==> src/design/uart_str_pkg.sv <==
//////////////////////////////
// shared definitions of the string link
// character type and frame delimiter
// framer and deframer state encodings
//////////////////////////////
`default_nettype none

package uart_str_pkg;

	// one character on the line
	typedef logic [7:0] byte_t;

	// frames look like &&payload&&
	localparam byte_t DELIM = 8'h26;

	// transmit framer
	typedef enum logic [2:0] {
		FTX_IDLE    = 3'd0,
		FTX_LEAD0   = 3'd1,
		FTX_LEAD1   = 3'd2,
		FTX_PAYLOAD = 3'd3,
		FTX_TAIL0   = 3'd4,
		FTX_TAIL1   = 3'd5
	} ftx_state_t;

	// receive deframer
	typedef enum logic [1:0] {
		FRX_HUNT    = 2'd0,
		FRX_LEAD1   = 2'd1,
		FRX_PAYLOAD = 2'd2,
		FRX_TAIL1   = 2'd3
	} frx_state_t;

endpackage

`default_nettype wire

==> src/design/uart_tx.sv <==
//////////////////////////////
// 8N1 UART serializer
// byte valid/ready input, baud counter
//////////////////////////////
`timescale 1ns/1ps
`default_nettype none

module uart_tx #(
	parameter int unsigned CLK_FREQ  = 125_000_000,
	parameter int unsigned BAUD_RATE = 115_200
) (
	input  wire                 sys_clk,
	input  wire                 sys_rst_n,
	input  wire uart_str_pkg::byte_t data,
	input  wire                 valid,
	output logic                ready,
	output logic                txd
);

	localparam int unsigned BIT_CYC = CLK_FREQ / BAUD_RATE;
	localparam int unsigned CNT_W   = (BIT_CYC > 1) ? $clog2(BIT_CYC) : 1;

	logic             busy;
	logic [CNT_W-1:0] baud_cnt;
	// number of bit periods already completed
	logic [3:0]       bit_cnt;
	// data bits followed by the stop bit
	logic [8:0]       frame_q;

	assign ready = ~busy;

	always_ff @(posedge sys_clk) begin
		if (ready && valid) begin
			frame_q <= {1'b1, data};
		end
	end

	always_ff @(posedge sys_clk or negedge sys_rst_n) begin
		if (!sys_rst_n) begin
			busy     <= 1'b0;
			baud_cnt <= '0;
			bit_cnt  <= 4'd0;
			txd      <= 1'b1;
		end else if (!busy) begin
			if (valid) begin
				// start bit goes out right after acceptance
				busy     <= 1'b1;
				baud_cnt <= '0;
				bit_cnt  <= 4'd0;
				txd      <= 1'b0;
			end
		end else if (baud_cnt == CNT_W'(BIT_CYC - 1)) begin
			baud_cnt <= '0;
			if (bit_cnt == 4'd9) begin
				// stop bit done and the line stays high
				busy <= 1'b0;
				txd  <= 1'b1;
			end else begin
				// LSB first with the stop bit at index 8
				txd     <= frame_q[bit_cnt];
				bit_cnt <= bit_cnt + 4'd1;
			end
		end else begin
			baud_cnt <= baud_cnt + CNT_W'(1);
		end
	end

endmodule

`default_nettype wire

==> src/design/uart_rx.sv <==
//////////////////////////////
// 8N1 UART deserializer
// two-stage line synchronizer
// mid-bit sampling, stop error flag
//////////////////////////////
`timescale 1ns/1ps
`default_nettype none

module uart_rx #(
	parameter int unsigned CLK_FREQ  = 125_000_000,
	parameter int unsigned BAUD_RATE = 115_200
) (
	input  wire                 sys_clk,
	input  wire                 sys_rst_n,
	input  wire                 rxd,
	output uart_str_pkg::byte_t data,
	output logic                valid,
	output logic                stop_err
);

	localparam int unsigned BIT_CYC = CLK_FREQ / BAUD_RATE;
	localparam int unsigned HALF    = BIT_CYC / 2;
	localparam int unsigned CNT_W   = (BIT_CYC > 1) ? $clog2(BIT_CYC) : 1;

	logic             rxd_meta;
	logic             rxd_sync;
	logic             rxd_prev;
	logic             fall;
	logic             busy;
	// 0 start, 1..8 data, 9 stop
	logic [3:0]       bit_idx;
	logic [CNT_W-1:0] baud_cnt;
	logic             sample_pt;
	logic [7:0]       shreg;

	always_ff @(posedge sys_clk or negedge sys_rst_n) begin
		if (!sys_rst_n) begin
			rxd_meta <= 1'b1;
			rxd_sync <= 1'b1;
			rxd_prev <= 1'b1;
		end else begin
			rxd_meta <= rxd;
			rxd_sync <= rxd_meta;
			rxd_prev <= rxd_sync;
		end
	end

	assign fall = rxd_prev & ~rxd_sync;

	// half a bit to the start bit centre and whole bits after
	assign sample_pt = (bit_idx == 4'd0) ? (baud_cnt == CNT_W'(HALF - 1))
	                                     : (baud_cnt == CNT_W'(BIT_CYC - 1));

	always_ff @(posedge sys_clk) begin
		if (busy && sample_pt && bit_idx != 4'd0 && bit_idx != 4'd9) begin
			shreg <= {rxd_sync, shreg[7:1]};
		end
	end

	// stable from the stop bit until the next data bit
	assign data = shreg;

	always_ff @(posedge sys_clk or negedge sys_rst_n) begin
		if (!sys_rst_n) begin
			busy     <= 1'b0;
			bit_idx  <= 4'd0;
			baud_cnt <= '0;
			valid    <= 1'b0;
			stop_err <= 1'b0;
		end else begin
			valid    <= 1'b0;
			stop_err <= 1'b0;
			if (!busy) begin
				if (fall) begin
					busy     <= 1'b1;
					bit_idx  <= 4'd0;
					baud_cnt <= '0;
				end
			end else if (sample_pt) begin
				baud_cnt <= '0;
				if (bit_idx == 4'd0 && rxd_sync) begin
					// start bit gone by mid-bit so only a glitch
					busy <= 1'b0;
				end else if (bit_idx == 4'd9) begin
					busy     <= 1'b0;
					valid    <= rxd_sync;
					stop_err <= ~rxd_sync;
				end else begin
					bit_idx <= bit_idx + 4'd1;
				end
			end else begin
				baud_cnt <= baud_cnt + CNT_W'(1);
			end
		end
	end

endmodule

`default_nettype wire

==> src/design/frame_tx.sv <==
//////////////////////////////
// string framer
// string request in, &&payload&& bytes out
//////////////////////////////
`timescale 1ns/1ps
`default_nettype none

module frame_tx #(
	parameter int unsigned  MAX_LEN = 16,
	localparam int unsigned LEN_W   = $clog2(MAX_LEN + 1)
) (
	input  wire                   sys_clk,
	input  wire                   sys_rst_n,
	input  wire [8*MAX_LEN-1:0]   str,
	input  wire [LEN_W-1:0]       len,
	input  wire                   valid,
	output logic                  ready,
	output uart_str_pkg::byte_t   byte_data,
	output logic                  byte_valid,
	input  wire                   byte_ready
);

	uart_str_pkg::ftx_state_t state;
	logic [8*MAX_LEN-1:0]     str_q;
	logic [LEN_W-1:0]         len_q;
	logic [LEN_W-1:0]         idx;
	// last delimiter handed over while the serializer still sends it
	logic                     tail_sent;
	logic                     handshake;

	assign ready      = (state == uart_str_pkg::FTX_IDLE);
	assign byte_valid = (state != uart_str_pkg::FTX_IDLE) && !tail_sent;
	assign handshake  = byte_valid && byte_ready;

	always_comb begin
		if (state == uart_str_pkg::FTX_PAYLOAD) begin
			byte_data = str_q[8*idx +: 8];
		end else begin
			byte_data = uart_str_pkg::DELIM;
		end
	end

	always_ff @(posedge sys_clk) begin
		if (ready && valid) begin
			str_q <= str;
		end
	end

	always_ff @(posedge sys_clk or negedge sys_rst_n) begin
		if (!sys_rst_n) begin
			state     <= uart_str_pkg::FTX_IDLE;
			len_q     <= '0;
			idx       <= '0;
			tail_sent <= 1'b0;
		end else begin
			case (state)
				uart_str_pkg::FTX_IDLE: begin
					if (valid) begin
						state <= uart_str_pkg::FTX_LEAD0;
						len_q <= (len > LEN_W'(MAX_LEN)) ? LEN_W'(MAX_LEN) : len;
						idx   <= '0;
					end
				end
				uart_str_pkg::FTX_LEAD0: begin
					if (handshake) state <= uart_str_pkg::FTX_LEAD1;
				end
				uart_str_pkg::FTX_LEAD1: begin
					// empty string goes straight to the tail
					if (handshake) begin
						state <= (len_q == '0) ? uart_str_pkg::FTX_TAIL0
						                       : uart_str_pkg::FTX_PAYLOAD;
					end
				end
				uart_str_pkg::FTX_PAYLOAD: begin
					if (handshake) begin
						if (idx == len_q - LEN_W'(1)) begin
							state <= uart_str_pkg::FTX_TAIL0;
						end else begin
							idx <= idx + LEN_W'(1);
						end
					end
				end
				uart_str_pkg::FTX_TAIL0: begin
					if (handshake) state <= uart_str_pkg::FTX_TAIL1;
				end
				uart_str_pkg::FTX_TAIL1: begin
					if (handshake) begin
						tail_sent <= 1'b1;
					end else if (tail_sent && byte_ready) begin
						// serializer idle again once the stop bit has gone out
						tail_sent <= 1'b0;
						state     <= uart_str_pkg::FTX_IDLE;
					end
				end
				default: state <= uart_str_pkg::FTX_IDLE;
			endcase
		end
	end

endmodule

`default_nettype wire

==> src/design/frame_rx.sv <==
//////////////////////////////
// string deframer
// delimiter hunt, payload staging
// string publish and frame errors
//////////////////////////////
`timescale 1ns/1ps
`default_nettype none

module frame_rx #(
	parameter int unsigned  MAX_LEN = 16,
	localparam int unsigned LEN_W   = $clog2(MAX_LEN + 1)
) (
	input  wire                   sys_clk,
	input  wire                   sys_rst_n,
	input  wire uart_str_pkg::byte_t byte_data,
	input  wire                   byte_valid,
	input  wire                   stop_err,
	output logic [8*MAX_LEN-1:0]  str,
	output logic [LEN_W-1:0]      len,
	output logic                  str_valid,
	output logic                  frame_err
);

	uart_str_pkg::frx_state_t state;
	logic [8*MAX_LEN-1:0]     stage;
	logic [LEN_W-1:0]         cnt;
	logic                     is_delim;
	logic                     store;
	// set after a broken frame so that its closing && opens no new one
	logic                     resync;

	assign is_delim = (byte_data == uart_str_pkg::DELIM);
	assign store    = byte_valid && !is_delim && (state == uart_str_pkg::FRX_PAYLOAD)
	                  && (cnt != LEN_W'(MAX_LEN));

	always_ff @(posedge sys_clk) begin
		if (state == uart_str_pkg::FRX_LEAD1 && byte_valid && is_delim) begin
			// zero fill above the received length
			stage <= '0;
		end else if (store) begin
			stage[8*cnt +: 8] <= byte_data;
		end
	end

	always_ff @(posedge sys_clk or negedge sys_rst_n) begin
		if (!sys_rst_n) begin
			state     <= uart_str_pkg::FRX_HUNT;
			cnt       <= '0;
			resync    <= 1'b0;
			str       <= '0;
			len       <= '0;
			str_valid <= 1'b0;
			frame_err <= 1'b0;
		end else begin
			str_valid <= 1'b0;
			frame_err <= 1'b0;
			case (state)
				uart_str_pkg::FRX_HUNT: begin
					if (byte_valid && is_delim) state <= uart_str_pkg::FRX_LEAD1;
				end
				uart_str_pkg::FRX_LEAD1: begin
					if (byte_valid) begin
						if (!is_delim) begin
							state <= uart_str_pkg::FRX_HUNT;
						end else if (resync) begin
							resync <= 1'b0;
							state  <= uart_str_pkg::FRX_HUNT;
						end else begin
							cnt   <= '0;
							state <= uart_str_pkg::FRX_PAYLOAD;
						end
					end else if (stop_err) begin
						state <= uart_str_pkg::FRX_HUNT;
					end
				end
				uart_str_pkg::FRX_PAYLOAD: begin
					if (stop_err) begin
						frame_err <= 1'b1;
						resync    <= 1'b1;
						state     <= uart_str_pkg::FRX_HUNT;
					end else if (byte_valid) begin
						if (is_delim) begin
							state <= uart_str_pkg::FRX_TAIL1;
						end else if (cnt == LEN_W'(MAX_LEN)) begin
							// overflow
							frame_err <= 1'b1;
							resync    <= 1'b1;
							state     <= uart_str_pkg::FRX_HUNT;
						end else begin
							cnt <= cnt + LEN_W'(1);
						end
					end
				end
				uart_str_pkg::FRX_TAIL1: begin
					if (stop_err) begin
						frame_err <= 1'b1;
						resync    <= 1'b1;
						state     <= uart_str_pkg::FRX_HUNT;
					end else if (byte_valid) begin
						if (is_delim) begin
							str       <= stage;
							len       <= cnt;
							str_valid <= 1'b1;
						end else begin
							// lone delimiter inside the frame
							frame_err <= 1'b1;
						end
						state <= uart_str_pkg::FRX_HUNT;
					end
				end
				default: state <= uart_str_pkg::FRX_HUNT;
			endcase
		end
	end

endmodule

`default_nettype wire

==> src/design/uart_string_link.sv <==
//////////////////////////////
// serial string link top level
// framer, deframer, UART tx and rx
//////////////////////////////
`timescale 1ns/1ps
`default_nettype none

module uart_string_link #(
	parameter int unsigned  CLK_FREQ  = 125_000_000,
	parameter int unsigned  BAUD_RATE = 115_200,
	parameter int unsigned  MAX_LEN   = 16,
	localparam int unsigned LEN_W     = $clog2(MAX_LEN + 1)
) (
	input  wire                  sys_clk,
	input  wire                  sys_rst_n,

	input  wire [8*MAX_LEN-1:0]  tx_string,
	input  wire [LEN_W-1:0]      tx_length,
	input  wire                  tx_valid,
	output logic                 tx_ready,

	output logic [8*MAX_LEN-1:0] rx_string,
	output logic [LEN_W-1:0]     rx_length,
	output logic                 rx_valid,
	output logic                 rx_error,

	input  wire                  uart_rx_port,
	output logic                 uart_tx_port
);

	// framer to serializer
	uart_str_pkg::byte_t ftx_data;
	logic                ftx_valid;
	logic                ftx_ready;

	// deserializer to deframer
	uart_str_pkg::byte_t urx_data;
	logic                urx_valid;
	logic                urx_stop_err;

	frame_tx #(
		.MAX_LEN    (MAX_LEN)
	) u_frame_tx (
		.sys_clk    (sys_clk),
		.sys_rst_n  (sys_rst_n),
		.str        (tx_string),
		.len        (tx_length),
		.valid      (tx_valid),
		.ready      (tx_ready),
		.byte_data  (ftx_data),
		.byte_valid (ftx_valid),
		.byte_ready (ftx_ready)
	);

	uart_tx #(
		.CLK_FREQ   (CLK_FREQ),
		.BAUD_RATE  (BAUD_RATE)
	) u_uart_tx (
		.sys_clk    (sys_clk),
		.sys_rst_n  (sys_rst_n),
		.data       (ftx_data),
		.valid      (ftx_valid),
		.ready      (ftx_ready),
		.txd        (uart_tx_port)
	);

	uart_rx #(
		.CLK_FREQ   (CLK_FREQ),
		.BAUD_RATE  (BAUD_RATE)
	) u_uart_rx (
		.sys_clk    (sys_clk),
		.sys_rst_n  (sys_rst_n),
		.rxd        (uart_rx_port),
		.data       (urx_data),
		.valid      (urx_valid),
		.stop_err   (urx_stop_err)
	);

	frame_rx #(
		.MAX_LEN    (MAX_LEN)
	) u_frame_rx (
		.sys_clk    (sys_clk),
		.sys_rst_n  (sys_rst_n),
		.byte_data  (urx_data),
		.byte_valid (urx_valid),
		.stop_err   (urx_stop_err),
		.str        (rx_string),
		.len        (rx_length),
		.str_valid  (rx_valid),
		.frame_err  (rx_error)
	);

endmodule

`default_nettype wire

==> config.mk <==
export PLATFORM = sky130hd
export DESIGN_NAME = uart_string_link
export DESIGN_NICKNAME = d
export VERILOG_FILES = /design/src/design/uart_str_pkg.sv /design/src/design/uart_tx.sv /design/src/design/uart_rx.sv /design/src/design/frame_tx.sv /design/src/design/frame_rx.sv /design/src/design/uart_string_link.sv
export SDC_FILE = /design/constraint.sdc
export NUM_CORES = 1
export LEC_CHECK = 0
export ABC_CLOCK_PERIOD_IN_PS = 4800
export BUFFER_PORTS_ARGS = -buffer_cell sky130_fd_sc_hd__buf_4
export CORE_MARGIN = 2
export CORE_UTILIZATION = 57
export CTS_CLUSTER_DIAMETER = 40
export DETAILED_ROUTE_END_ITERATION = 12
export PLACE_DENSITY = 0.79
export SLEW_MARGIN = 5
export SYNTH_ARGS = -nofsm -noshare
export SYNTH_HDL_FRONTEND = slang
export SYNTH_HIERARCHICAL = 1
export SYNTH_SLANG_ARGS = --single-unit
==> constraint.sdc <==
create_clock -name sys_clk -period 4.8 [get_ports sys_clk]
set_input_delay 0.96 -clock sys_clk [delete_from_list [all_inputs] [get_ports sys_clk]]
set_output_delay 0.96 -clock sys_clk [all_outputs]
set_load 0.005 [all_outputs]
==> out/results.ini <==
[run_status]
outcome=completed

[yosys]
synth_top_area_frac=0.248
ys.flop_type=dfrtp_1
synth_seq_cells=467
synth_cell_types=81
synthCells=1485
synth_area_um2=19300
postSynth.asyncResetShare=0.418
synth_area_leader_cell=dfrtp_1
synth.area.top_cells=dfrtp_1 (25%), edfxtp_1 (22%), dfxtp_1 (13%)
synth_edf_count=144
synth_nets=1642
ys_warn_count=6
seq_area_frac_synth=0.610
avgSynthCellArea_um2=13.0

[clock_network]
cts_setup_buffers=0
root_buffer=clkbuf_16
clk_pin_slew_ns=0.06
cts_buffer_depth=3
htreeDepth=2
tritoncts=done
ctsHoldBuffers=0
cts_resized=0
clock-sinks=467
cts_buffers=51
insertion_delay_ns=0.57

[pwr]
p_leak_nw=10.0
ir_drop_uv=339
p_per_area_nw_per_um2=372

[route]
via_per_inst=5.89
routedWlPerCell_um=20.0
first_pass_iters=8
drtIter0Drc=1157
drc_errors=0
postRouteAntennaNets=0
wl_um=44500
vias=13100

[cells_and_area]
finish.instance_area_um2=23300
synthToLayoutAreaGrowth_pct=21.0
final_cell_mix=buf_4 (282), dfrtp_1 (190), edfxtp_1 (144), nand2_1 (139), dfxtp_1 (128)
diodes=0
final_common_cell=buf_4
num-nets-final=1894
drive_gt1_frac=0.255

[placed_design]
portBuffers=273
gp_congestion=0.923
dpl_cell_area_um2=21600
hpwl_um=30600

[global_route]
antenna_found_initial=0
grt_pass1_wl_um=71000
grt_max_degree=95
grt_remaining_overflow=0
grtUsageTotal=0.253
grt_pass1_vias=13000

[critical_path]
crit_path_max_fanout=16
path_class=reg2reg
required_ns=5.23
critPathCaptureType=flip-flop
critPathLaunchType=flip-flop
arrival_ns=4.15

[floorplanning]
die_area_um2=35300
chipWidth_um=188
ioPinCount=274
core_area_um2=33400
die_h_um=188
start_util=0.577
rows=67

[timing]
worstMarginPinSlew_ns=1.05
max_slew_margin=0.292
slew_violations=0
max_freq_ghz=0.268
setup_violations=0
fin_crit_sh=0.776
finClkSkew_ns=0.0205
rsz0062_at_grt=false
tns_ns=0
finalCriticalPeriod_ns=3.72
hold_viol=0

[flow_run]
cap_violations=0

[hold_path]
hold_path_class=reg2reg

==> power by group <==
part	leakage (nW)	total [mW]	internal, mW	switching (mW)
logic	4.16	0.471	0.271	0.199
clock network	0.859	3.97	2.37	1.60
registers	4.99	4.25	4.14	0.110
total	10.0	8.69	6.77	1.91
==> cells by family (layout without fill, tap and decap cells) <==
family,count (synthesis),in the layout,share of synthesized area
flops,467,467,0.610
buf+inv,115,409,0.0289
simple gates,420,420,0.116
xor+xnor,10,10,0.00454
mux,242,242,0.156
fa+ha+maj,20,20,0.0130
compound gates,211,211,0.0717
==> layout make-up <==
cell class	count	area, µm²
clock inverter	26	320
clock buffer	69	1450
inverter	30	115
multi-input combinational	903	6980
fill	2253	10100
tap	448	561
sequential	467	11800
timing repair buffer	284	2150
==> registers in the layout, summed over array words and instances, names as in the netlist, 5 cells and up <==
signal,flops
u_frame_rx/cnt,5
u_frame_rx/len,5
u_frame_rx/stage,128
u_frame_rx/str,128
u_frame_tx/idx,5
u_frame_tx/len_q,5
u_frame_tx/str_q,128
u_uart_rx/baud_cnt,11
u_uart_rx/data,8
u_uart_tx/baud_cnt,11
u_uart_tx/frame_q,8
==> worst max-delay path, cell delays in order, from the launching register on <==
cell     delay, ns
dfrtp_1       0.61
inv_1         0.21
ha_1          0.48
inv_1         0.23
nor3_1        0.89
nand4_1       0.78
nand3_1       0.29
o21ai_1       0.09
==> synthesized netlist by cell type (all sizes together) (20+ instances only) <==
library cell    n
mux4           33
buf            48
nand3         107
clkbuf         37
ha             20
dfxtp         128
mux2          135
o31ai          21
nor2           37
nand2         140
edfxtp        144
mux2i          74
inv            30
nand4          20
dfrtp         191
or3            25
a21oi          26
o21ai          84
==> worst paths after layout <==
path | from | endpoint | slack, ns | cells past startpoint
max | u_frame_rx/cnt[0] | u_frame_rx/stage[84] | 1.08 | 7
min | u_uart_rx/rxd_meta | u_uart_rx/rxd_sync | 0.36 | 0
max reg2reg | u_frame_rx/cnt[0] | u_frame_rx/stage[84] | 1.08 | 7
min reg2reg | u_uart_rx/rxd_meta | u_uart_rx/rxd_sync | 0.36 | 0
max in group asynchronous | sys_rst_n | u_frame_rx/str[54] | 3.29 | 2
min in group asynchronous | sys_rst_n | u_uart_tx/baud_cnt[0] | 0.48 | 1
==> per-stage QoR <==
stage                     utilization  total power [mW]  instances  hold WS, ns  setup slack (ns)
after global placement          0.645              4.78       2132        0.346              1.42
after floorplan                     -              4.60       1485        0.345             0.530
after CTS                       0.698              8.75       2227        0.358              1.19
after detailed placement        0.645              4.80       2132        0.347              1.23
final                           0.698              8.69       2227        0.355              1.08
after global routing            0.698              8.97       2227        0.368             0.570
==> routing by layer <==
layer	routed length, µm	up-vias	track usage
li1	-	6012	-
met1	18400	6446	0.344
met2	21300	558	0.410
met3	3540	91	0.0517
met4	1260	0	0.0821
met5	0	-	0
Power figures use the tool's default switching activity.
